$ cat config.mk
export PLATFORM = sky130hd
export DESIGN_NAME = branchUnit
export DESIGN_NICKNAME = d
export VERILOG_FILES = /design/src/source/isaPkg.sv /design/src/source/rsPkg.sv /design/src/source/branchRsCtrl.sv /design/src/source/branchRsEntries.sv /design/src/source/branchExec.sv /design/src/source/branchUnit.sv
export SDC_FILE = /design/constraint.sdc
export NUM_CORES = 2
export LEC_CHECK = 0
export ABC_AREA = 0
export ABC_CLOCK_PERIOD_IN_PS = 20300
export BUFFER_PORTS_ARGS = -buffer_cell sky130_fd_sc_hd__buf_2
export CORE_ASPECT_RATIO = 0.8
export CORE_UTILIZATION = 65
export DETAILED_ROUTE_END_ITERATION = 10
export HOLD_SLACK_MARGIN = 0.1
export PLACE_DENSITY_LB_ADDON = 0.15
export RECOVER_POWER = 100
export SYNTH_ARGS = -nofsm -noshare
export SYNTH_HDL_FRONTEND = slang
export SYNTH_SLANG_ARGS = --single-unit
$ cat constraint.sdc
create_clock -name clk -period 20.3 [get_ports clk]
set_input_delay 1.015 -clock clk [delete_from_list [all_inputs] [get_ports clk]]
set_output_delay 1.015 -clock clk [all_outputs]
set_load 0.01 [all_outputs]
$ cat src/source/isaPkg.sv
//##########################################################
// ISA definitions for the branch path
// opcode encodings and data and address widths of the core
//##########################################################
`default_nettype none

package isaPkg;

    // operand and address widths
    localparam int dataWidth = 32;
    localparam int addrWidth = 32;
    localparam int opWidth   = 4;

    // opNop doubles as the empty-slot marker
    typedef enum logic [opWidth-1:0] {
        opNop  = 0,
        opBeq  = 1,
        opBne  = 2,
        opBlt  = 3,
        opBge  = 4,
        opBltu = 5,
        opBgeu = 6,
        opJal  = 7,
        opJalr = 8
    } branchOp;

endpackage

`default_nettype wire

$ cat src/source/rsPkg.sv
//##########################################################
// Reservation station definitions
// tag width, resolved-tag value and station defaults
//##########################################################
`default_nettype none

package rsPkg;

    // reorder-buffer tag width
    localparam int tagWidth = 5;

    // real tags are never zero, so zero means "value present"
    localparam logic [tagWidth-1:0] tagFree = '0;

    // cleared operand value
    localparam logic [31:0] dataFree = '0;

    // slot count when the top level does not override it
    localparam int defaultRsSize = 4;

endpackage

`default_nettype wire

$ cat src/source/branchRsCtrl.sv
//##########################################################
// Branch reservation station control
// picks dispatch and issue slots, tracks occupancy
//##########################################################
`default_nettype none
`timescale 1ns/100ps

module branchRsCtrl #(
    parameter int rsSize = rsPkg::defaultRsSize
) (
    input  logic              clk,
    input  logic              rst,
    input  logic              dispatchEn,
    input  logic [rsSize-1:0] slotEmpty,
    input  logic [rsSize-1:0] slotReady,
    output logic [rsSize-1:0] allocOneHot,
    output logic [rsSize-1:0] issueOneHot,
    output logic              issueEn,
    output logic [rsSize-1:0] freeSlots
);

    localparam int countWidth = $clog2(rsSize + 1);

    logic [countWidth-1:0] occupiedCount;

    // isolate lowest set bit
    function automatic logic [rsSize-1:0] lowestSet(input logic [rsSize-1:0] vec);
        logic [rsSize-1:0] twos;
        twos = ~vec + rsSize'(1);
        return vec & twos;
    endfunction

    // lowest empty slot takes the new branch
    always_comb begin
        if (dispatchEn) begin
            allocOneHot = lowestSet(slotEmpty);
        end else begin
            allocOneHot = '0;
        end
    end

    // lower index wins when several are ready
    assign issueOneHot = lowestSet(slotReady);
    assign issueEn     = |slotReady;

    assign freeSlots = slotEmpty;

    // occupancy, one in and one out per cycle at most
    always_ff @(posedge clk) begin
        if (rst) begin
            occupiedCount <= '0;
        end else begin
            occupiedCount <= occupiedCount
                           + countWidth'(|allocOneHot)
                           - countWidth'(|issueOneHot);
        end
    end

endmodule

`default_nettype wire

$ cat src/source/branchRsEntries.sv
//##########################################################
// Branch reservation station slots
// operand storage, CDB wakeup and issue readout
//##########################################################
`default_nettype none
`timescale 1ns/100ps

module branchRsEntries #(
    parameter int rsSize = rsPkg::defaultRsSize
) (
    input  logic                          clk,
    input  logic                          rst,
    input  logic [rsSize-1:0]             allocOneHot,
    input  logic [rsSize-1:0]             issueOneHot,
    input  isaPkg::branchOp               dispatchOp,
    input  logic [isaPkg::dataWidth-1:0]  dispatchDataO,
    input  logic [isaPkg::dataWidth-1:0]  dispatchDataT,
    input  logic [isaPkg::dataWidth-1:0]  dispatchImm,
    input  logic [isaPkg::addrWidth-1:0]  dispatchPc,
    input  logic [rsPkg::tagWidth-1:0]    dispatchTagO,
    input  logic [rsPkg::tagWidth-1:0]    dispatchTagT,
    input  logic [rsPkg::tagWidth-1:0]    dispatchDest,
    input  logic                          aluWrtEn,
    input  logic                          lsWrtEn,
    input  logic [rsPkg::tagWidth-1:0]    aluTag,
    input  logic [rsPkg::tagWidth-1:0]    lsTag,
    input  logic [isaPkg::dataWidth-1:0]  aluData,
    input  logic [isaPkg::dataWidth-1:0]  lsData,
    output logic [rsSize-1:0]             slotEmpty,
    output logic [rsSize-1:0]             slotReady,
    output isaPkg::branchOp               issueOp,
    output logic [isaPkg::dataWidth-1:0]  issueDataO,
    output logic [isaPkg::dataWidth-1:0]  issueDataT,
    output logic [isaPkg::dataWidth-1:0]  issueImm,
    output logic [isaPkg::addrWidth-1:0]  issuePc,
    output logic [rsPkg::tagWidth-1:0]    issueDest
);

    localparam int tw = rsPkg::tagWidth;
    localparam int dw = isaPkg::dataWidth;

    isaPkg::branchOp          slotOp    [rsSize];
    logic [dw-1:0]            slotDataO [rsSize];
    logic [dw-1:0]            slotDataT [rsSize];
    logic [tw-1:0]            slotTagO  [rsSize];
    logic [tw-1:0]            slotTagT  [rsSize];
    logic [dw-1:0]            slotImm   [rsSize];
    logic [isaPkg::addrWidth-1:0] slotPc [rsSize];
    logic [tw-1:0]            slotDest  [rsSize];

    logic [dw-1:0]            nextDataO [rsSize];
    logic [dw-1:0]            nextDataT [rsSize];
    logic [tw-1:0]            nextTagO  [rsSize];
    logic [tw-1:0]            nextTagT  [rsSize];

    // wake one operand from either bus into {tag, data}
    function automatic logic [tw+dw-1:0] wake(
        input logic [tw-1:0] tag,
        input logic [dw-1:0] data,
        input logic          aEn,
        input logic [tw-1:0] aTag,
        input logic [dw-1:0] aData,
        input logic          lEn,
        input logic [tw-1:0] lTag,
        input logic [dw-1:0] lData
    );
        if (tag == rsPkg::tagFree) begin
            return {tag, data};
        end else if (aEn && tag == aTag) begin
            return {rsPkg::tagFree, aData};
        end else if (lEn && tag == lTag) begin
            return {rsPkg::tagFree, lData};
        end
        return {tag, data};
    endfunction

    // empty and ready flags straight from the slot registers
    always_comb begin
        for (int i = 0; i < rsSize; i++) begin
            slotEmpty[i] = slotOp[i] == isaPkg::opNop;
            slotReady[i] = slotOp[i] != isaPkg::opNop && slotTagO[i] == rsPkg::tagFree
                           && slotTagT[i] == rsPkg::tagFree;
        end
    end

    // new entry sees the same-edge broadcast too
    always_comb begin
        for (int i = 0; i < rsSize; i++) begin
            {nextTagO[i], nextDataO[i]} = wake(
                allocOneHot[i] ? dispatchTagO : slotTagO[i],
                allocOneHot[i] ? dispatchDataO : slotDataO[i],
                aluWrtEn, aluTag, aluData, lsWrtEn, lsTag, lsData);
            {nextTagT[i], nextDataT[i]} = wake(
                allocOneHot[i] ? dispatchTagT : slotTagT[i],
                allocOneHot[i] ? dispatchDataT : slotDataT[i],
                aluWrtEn, aluTag, aluData, lsWrtEn, lsTag, lsData);
        end
    end

    always_ff @(posedge clk) begin
        if (rst) begin
            for (int i = 0; i < rsSize; i++) begin
                slotOp[i]    <= isaPkg::opNop;
                slotTagO[i]  <= rsPkg::tagFree;
                slotTagT[i]  <= rsPkg::tagFree;
                slotDataO[i] <= rsPkg::dataFree;
                slotDataT[i] <= rsPkg::dataFree;
            end
        end else begin
            for (int i = 0; i < rsSize; i++) begin
                if (allocOneHot[i]) begin
                    slotOp[i] <= dispatchOp;
                end else if (issueOneHot[i]) begin
                    slotOp[i] <= isaPkg::opNop;
                end
                if (allocOneHot[i] || !slotEmpty[i]) begin
                    slotTagO[i]  <= nextTagO[i];
                    slotTagT[i]  <= nextTagT[i];
                    slotDataO[i] <= nextDataO[i];
                    slotDataT[i] <= nextDataT[i];
                end
            end
        end
    end

    // payload fields only change on dispatch
    always_ff @(posedge clk) begin
        for (int i = 0; i < rsSize; i++) begin
            if (allocOneHot[i]) begin
                slotImm[i]  <= dispatchImm;
                slotPc[i]   <= dispatchPc;
                slotDest[i] <= dispatchDest;
            end
        end
    end

    // readout of the one selected slot
    always_comb begin
        issueOp    = isaPkg::opNop;
        issueDataO = '0;
        issueDataT = '0;
        issueImm   = '0;
        issuePc    = '0;
        issueDest  = '0;
        for (int i = 0; i < rsSize; i++) begin
            if (issueOneHot[i]) begin
                issueOp    = slotOp[i];
                issueDataO = slotDataO[i];
                issueDataT = slotDataT[i];
                issueImm   = slotImm[i];
                issuePc    = slotPc[i];
                issueDest  = slotDest[i];
            end
        end
    end

endmodule

`default_nettype wire

$ cat src/source/branchExec.sv
//##########################################################
// Branch execution unit
// registered condition, target and link computation
//##########################################################
`default_nettype none
`timescale 1ns/100ps

module branchExec (
    input  logic                          clk,
    input  logic                          rst,
    input  logic                          issueEn,
    input  isaPkg::branchOp               issueOp,
    input  logic [isaPkg::dataWidth-1:0]  issueDataO,
    input  logic [isaPkg::dataWidth-1:0]  issueDataT,
    input  logic [isaPkg::dataWidth-1:0]  issueImm,
    input  logic [isaPkg::addrWidth-1:0]  issuePc,
    input  logic [rsPkg::tagWidth-1:0]    issueDest,
    output logic                          resultValid,
    output logic                          resultTaken,
    output logic [rsPkg::tagWidth-1:0]    resultTag,
    output logic [isaPkg::addrWidth-1:0]  resultTarget,
    output logic [isaPkg::addrWidth-1:0]  resultLink
);

    logic                         taken;
    logic [isaPkg::addrWidth-1:0] target;
    logic [isaPkg::addrWidth-1:0] jalrSum;

    assign jalrSum = issueDataO + issueImm;

    always_comb begin
        target = issuePc + issueImm;
        case (issueOp)
            isaPkg::opBeq:  taken = issueDataO == issueDataT;
            isaPkg::opBne:  taken = issueDataO != issueDataT;
            isaPkg::opBlt:  taken = $signed(issueDataO) < $signed(issueDataT);
            isaPkg::opBge:  taken = $signed(issueDataO) >= $signed(issueDataT);
            isaPkg::opBltu: taken = issueDataO < issueDataT;
            isaPkg::opBgeu: taken = issueDataO >= issueDataT;
            isaPkg::opJal:  taken = 1'b1;
            isaPkg::opJalr: begin
                taken  = 1'b1;
                // register-relative, low bit dropped
                target = {jalrSum[isaPkg::addrWidth-1:1], 1'b0};
            end
            default:        taken = 1'b0;
        endcase
    end

    always_ff @(posedge clk) begin
        if (rst) begin
            resultValid <= 1'b0;
        end else begin
            resultValid <= issueEn;
        end
    end

    always_ff @(posedge clk) begin
        if (issueEn) begin
            resultTaken  <= taken;
            resultTag    <= issueDest;
            resultTarget <= target;
            resultLink   <= issuePc + isaPkg::addrWidth'(4);
        end
    end

endmodule

`default_nettype wire

$ cat src/source/branchUnit.sv
//##########################################################
// Branch issue path top level
// reservation station control, slots and execution
//##########################################################
`default_nettype none
`timescale 1ns/100ps

module branchUnit #(
    parameter int rsSize = rsPkg::defaultRsSize
) (
    input  logic                          clk,
    input  logic                          rst,
    input  logic                          dispatchEn,
    input  isaPkg::branchOp               dispatchOp,
    input  logic [isaPkg::dataWidth-1:0]  dispatchDataO,
    input  logic [isaPkg::dataWidth-1:0]  dispatchDataT,
    input  logic [rsPkg::tagWidth-1:0]    dispatchTagO,
    input  logic [rsPkg::tagWidth-1:0]    dispatchTagT,
    input  logic [isaPkg::dataWidth-1:0]  dispatchImm,
    input  logic [isaPkg::addrWidth-1:0]  dispatchPc,
    input  logic [rsPkg::tagWidth-1:0]    dispatchDest,
    input  logic                          aluWrtEn,
    input  logic [rsPkg::tagWidth-1:0]    aluTag,
    input  logic [isaPkg::dataWidth-1:0]  aluData,
    input  logic                          lsWrtEn,
    input  logic [rsPkg::tagWidth-1:0]    lsTag,
    input  logic [isaPkg::dataWidth-1:0]  lsData,
    output logic [rsSize-1:0]             freeSlots,
    output logic                          resultValid,
    output logic [rsPkg::tagWidth-1:0]    resultTag,
    output logic                          resultTaken,
    output logic [isaPkg::addrWidth-1:0]  resultTarget,
    output logic [isaPkg::addrWidth-1:0]  resultLink
);

    logic [rsSize-1:0]             slotEmpty;
    logic [rsSize-1:0]             slotReady;
    logic [rsSize-1:0]             allocOneHot;
    logic [rsSize-1:0]             issueOneHot;
    logic                          issueEn;
    isaPkg::branchOp               issueOp;
    logic [isaPkg::dataWidth-1:0]  issueDataO;
    logic [isaPkg::dataWidth-1:0]  issueDataT;
    logic [isaPkg::dataWidth-1:0]  issueImm;
    logic [isaPkg::addrWidth-1:0]  issuePc;
    logic [rsPkg::tagWidth-1:0]    issueDest;

    branchRsCtrl #(.rsSize(rsSize)) ctrl (
        .clk, .rst, .dispatchEn, .slotEmpty, .slotReady,
        .allocOneHot, .issueOneHot, .issueEn, .freeSlots
    );

    branchRsEntries #(.rsSize(rsSize)) entries (
        .clk, .rst, .allocOneHot, .issueOneHot,
        .dispatchOp, .dispatchDataO, .dispatchDataT, .dispatchImm, .dispatchPc,
        .dispatchTagO, .dispatchTagT, .dispatchDest,
        .aluWrtEn, .lsWrtEn, .aluTag, .lsTag, .aluData, .lsData,
        .slotEmpty, .slotReady,
        .issueOp, .issueDataO, .issueDataT, .issueImm, .issuePc, .issueDest
    );

    branchExec exec (
        .clk, .rst, .issueEn, .issueOp, .issueDataO, .issueDataT,
        .issueImm, .issuePc, .issueDest,
        .resultValid, .resultTaken, .resultTag, .resultTarget, .resultLink
    );

endmodule

`default_nettype wire

* Yosys cells after proc, flatten, opt, wreduce, memory -nomap -nowiden
Memory sizes are Yosys's and may differ from the RTL's.
Index checks and enable logic that the tools add are counted.
** Word-level totals
- Register bits after elaboration :: 71
- RAM bits :: 588
- Input bits :: 226
- Output and inout bits :: 75
- Word-level logic and storage cells :: 340
- Memories kept :: 8
** Cells by class
- Add/sub/neg operators :: 5
- $lt $le $gt $ge :: 4
- Equality and inequality tests :: 26
- Muxes and demuxes :: 196
- Bitwise logic cells :: 28
- Reduce and logical (&&, ||, !) cells :: 67
** Memory list
- entries.slotDataO :: words 4, bits a word 32, rd ports 4, clocked after memory_dff 0, write ports 4, line branchRsEntries.sv:43 : logic [dw-1:0] slotDataO [rsSize];
- entries.slotDataT :: words 4, bits a word 32, rd ports 4, clocked after memory_dff 0, write ports 4, line branchRsEntries.sv:44 : logic [dw-1:0] slotDataT [rsSize];
- entries.slotImm :: words 4, bits a word 32, rd ports 4, clocked after memory_dff 0, write ports 1, line branchRsEntries.sv:47 : logic [dw-1:0] slotImm [rsSize];
- entries.slotPc :: words 4, bits a word 32, rd ports 4, clocked after memory_dff 0, write ports 1, line branchRsEntries.sv:48 : logic [isaPkg::addrWidth-1:0] slotPc [rsSize];
- entries.slotDest :: words 4, bits a word 5, rd ports 4, clocked after memory_dff 0, write ports 1, line branchRsEntries.sv:49 : logic [tw-1:0] slotDest [rsSize];
- entries.slotTagO :: words 4, bits a word 5, rd ports 4, clocked after memory_dff 0, write ports 4, line branchRsEntries.sv:45 : logic [tw-1:0] slotTagO [rsSize];
- +2 memories
** Operator list (count)
- $mux 32 :: 39
- $mux 37 :: 32
- $reduce_or 32->1 :: 6
- $mux 5 :: 23
- $eq 5x5->1 :: 16
- $logic_not 5->1 :: 16
- $mux 1 :: 79
- $add 32x32->32 :: 2
- $ge 32x32->1 :: 2
- $lt 32x32->1 :: 2
- $mux 4 :: 13
- $add 32x3->32 const B :: 1
- $eq 32x32->1 :: 1
- $ne 32x32->1 :: 1
- $logic_and 1x1->1 :: 24
- $or 1x1->1 :: 24
- $mux 2 :: 9
- $eq 4x3->1 const B :: 4
- $logic_not 4->1 :: 4
- $reduce_bool 4->1 :: 4
- $reduce_or 5->1 :: 3
- $add 4x1->4 const B :: 2
- $and 4x4->4 :: 2
- $eq 4x2->1 const B :: 2
- other kinds (8) :: 15

* Logic depth before layout (Yosys ltp)
- Depth after elaboration :: 13
- Mapped depth :: 26
- Gate-level depth less buffers :: 20

* Cells and area by module
From an unflattened synthesis, not the netlist that was laid out.
** Unflattened totals
- Cell total of the unflattened synthesis :: 3743
- Area, all modules :: 39709.3 µm²
** By module, submodules not included
- branchRsEntries :: instances 1, cells an instance 2988, area an instance 32804.0 µm²
- branchExec :: instances 1, cells an instance 740, area an instance 6795.3 µm²
- branchRsCtrl :: instances 1, cells an instance 15, area an instance 110.1 µm²

* Worst setup path after synthesis
OpenSTA, ideal clock, no wires.
- Path type :: input-to-reg
- From :: input dispatchEn
- To :: memory entries.slotDataO[3][0] (netlist bit), enable pin
- Library setup time :: 0.434 ns
- Arrival :: 6.189 ns
- Path slack :: 13.677 ns
- Stages :: 10
- Cell sequence :: nand2_1 nor2_1 nand3_1 inv_2 buf_2 clkbuf_1 clkbuf_1 clkbuf_1 nor2_1 nand2_1
** RTL lines
- start, declared :: line branchUnit.sv:13 : input logic dispatchEn,
- end, declared :: line branchRsEntries.sv:43

==> results.toml <==
[status]
outcome = "finished with violations"
violations = "capacitance limit, slew limit"

[synthesis]
synth_edf_count = 658
syn_avg_cell_area_um2 = 11.2
dominantRegCellSynth = "edfxtp_1"
synth_area_mm2 = 0.0389
synth_cell_type_count = 74
ys_seq_area_frac = 0.509
ys_ff_latch = 659
async_flop_share = 0
syn_inst = 3467
syn-num-nets = 3789
yosysWarnings = 0

[sta]
setup_tns_ps = 0
final_hold_viol_count = 0
worst_pin_slew_ps = 7940
fin_skew_ps = 18.0
fmax_mhz = 73.0
rsz0062_at_grt = "false"
max_slew_margin = -4.29
finalMaxSlewViolations = 1956
setup_violations = 0
post-route-period-util = 0.675
post-route-min-period_ps = 13700

[floorplanning]
io_pins = 301
start_util = 0.664
row_count = 79
die_area_mm2 = 0.0608
core_area_mm2 = 0.0586
die_w_um = 275
die_h_um = 221

[worst_setup_path]
crit_path_start_kind = "flip-flop"
crit_chain = "or4_1, clkinvlp_2, nor4_4, buf_4, nor4_1, clkbuf_1, a221oi_1, inv_1, ha_1, nand4_1, nor2_1, nand4_1, nor3_1, a21oi_1, o21ai_0, a41oi_1, or3b_2, a31oi_1, o31ai_1"
crit_top_cell = "nand4_1"
crit_type = "reg -> reg"
rrSetupSlack_ps = 6600
slowest_delay_ps = 5650
slowest_stage = "clkbuf_1"
worstPathMaxFanout = 123
endpoint_kind = "flip-flop"
arrival_ps = 14060
critPathRequiredTime_ps = 20660

[clocking]
cts_hold_buf = 0
clock-sinks = 659
insertion_delay_ps = 630
cts_resized = 0
cts_buffers = 69
cts_root_buf = "clkbuf_16"
clk_pin_slew_ps = 70
h-tree-depth = 3
tritoncts = "done"
postCtsSetupBuffers = 0
clockBufferDepth = 3

[global_route]
grt_pass1_vias = 31504
antenna_found_initial = 37
overflow = 0
grtUsageTotal = 0.432
grt_first_pass_wirelength_um = 196000
grt_max_degree = 136

[placement]
port_buffers = 300
routabilityCongestion = 0.965
place_hpwl_um = 79600

[layout]
drive_gt1_frac = 0.0987
fillCellCount = 4185
syn_to_final_growth_pct = 9.61
layout.nets = 3915

[drt]
ant_nets = 0
routed_wl_um = 133000
num_vias = 32931
drt_iter0_markers = 5284
firstDrtPassIters = 8
post_drt_wl_per_cell_um = 29.9
drc_errors = 0
vias_per_cell = 7.41

[job]
drv_cap = 38

[min_path]
hold_class = "reg -> reg"
==> flip-flops by register name (all words and copies together) (netlist names), 16 cells and up <==
name	count
entries.slotTagO	20
entries.slotDataT	128
entries.slotDest	20
entries.slotDataO	128
entries.slotTagT	20
entries.slotPc	128
exec.resultTarget	32
entries.slotImm	128
entries.slotOp	16
exec.resultLink	32
==> layout make-up <==
type,count,area (um2),share of cell area
multi-input cells,2470,17800,0.418
well taps,769,962,0.0226
diodes,25,62.6,0.00147
clock buffers,79,1760,0.0414
inverters,42,164,0.00384
flip-flops and latches,659,19800,0.464
repair buffers,351,1620,0.0380
clock inverters,47,474,0.0111
==> cells in the final DEF (no fill, tap or decap), types with 81 or more instances in the layout <==
| cell | n |
|---|---|
| edfxtp_1 | 658 |
| a211oi_1 | 460 |
| mux2i_1 | 270 |
| nor2_1 | 192 |
| a22oi_1 | 185 |
| clkbuf_1 | 178 |
| buf_2 | 158 |
| nand2_1 | 153 |
| o21ai_0 | 138 |
| and2_1 | 136 |
| nor2b_1 | 130 |
| xnor2_1 | 108 |
| ha_1 | 94 |
| a21oi_1 | 81 |
==> worst max-delay path: cells and delay by family (launching register included) <==
kind,cells,cell delay (ps)
AOI/OAI and AO/OA,6,2250
adders and majority gates,1,300
buffers and inverters,4,6760
and+or+nand+nor,8,3680
DFF,1,380
==> final timing paths <==
path                                                          from                          end  depth (start not counted)
worst min register to register    entries.slotDest[3][1]$_DFFE_PP_  exec.resultTag[1]$_DFFE_PP_                          2
worst max-delay path            entries.slotOp[1][1]$_SDFFCE_PP0P_   exec.resultTaken$_DFFE_PP_                         19
worst max register to register  entries.slotOp[1][1]$_SDFFCE_PP0P_   exec.resultTaken$_DFFE_PP_                         19
worst min-delay path              entries.slotDest[3][1]$_DFFE_PP_  exec.resultTag[1]$_DFFE_PP_                          2
==> Yosys cell counts (48+ instances only) <==
master,count,share of area
edfxtp_1,658,0.51
a211oi_1,460,0.089
mux2i_1,270,0.069
clkbuf_1,213,0.021
nor2_1,193,0.019
a22oi_1,185,0.036
nand2_1,154,0.015
and2_1,139,0.022
o21ai_0,139,0.018
nor2b_1,130,0.021
xnor2_1,108,0.024
ha_1,94,0.030
a21oi_1,81,0.010
xor2_1,54,0.012
nand3_1,48,0.0062
==> routing by layer <==
layer	GRT usage	up-vias	share of wire
met1	0.585	15822	0.37
met5	0.00558	-	0.0018
met3	0.141	549	0.15
met2	0.616	2671	0.43
li1	-	13856	-
met4	0.232	33	0.054
==> through the flow <==
stage / area (um2) / instances / hold slack, ps / utilization / setup WS (ps)
after CTS: 43000 / 4417 / 563 / 0.733 / 12890
after global placement: 40700 / 4291 / 524 / 0.695 / 13030
after floorplan: 38900 / 3467 / 520 / - / 13680
after global routing: 42600 / 4432 / 595 / 0.727 / 6260
final: 42600 / 4442 / 559 / 0.727 / 6600
after detailed placement: 40700 / 4291 / 544 / 0.695 / 12910
==> logic make-up after synthesis <==
logic type,share of synthesized area
AO/OA/AOI/OAI,0.198
AND/OR/NAND/NOR,0.112
flip-flops,0.509
buffers and inverters,0.0344
multiplexers,0.0793
XOR/XNOR,0.0365
adder cells (fa/ha/maj),0.0313
Power is not shown: default switching activity piles up to over one toggle a cycle in this logic, so the estimate is an artifact.
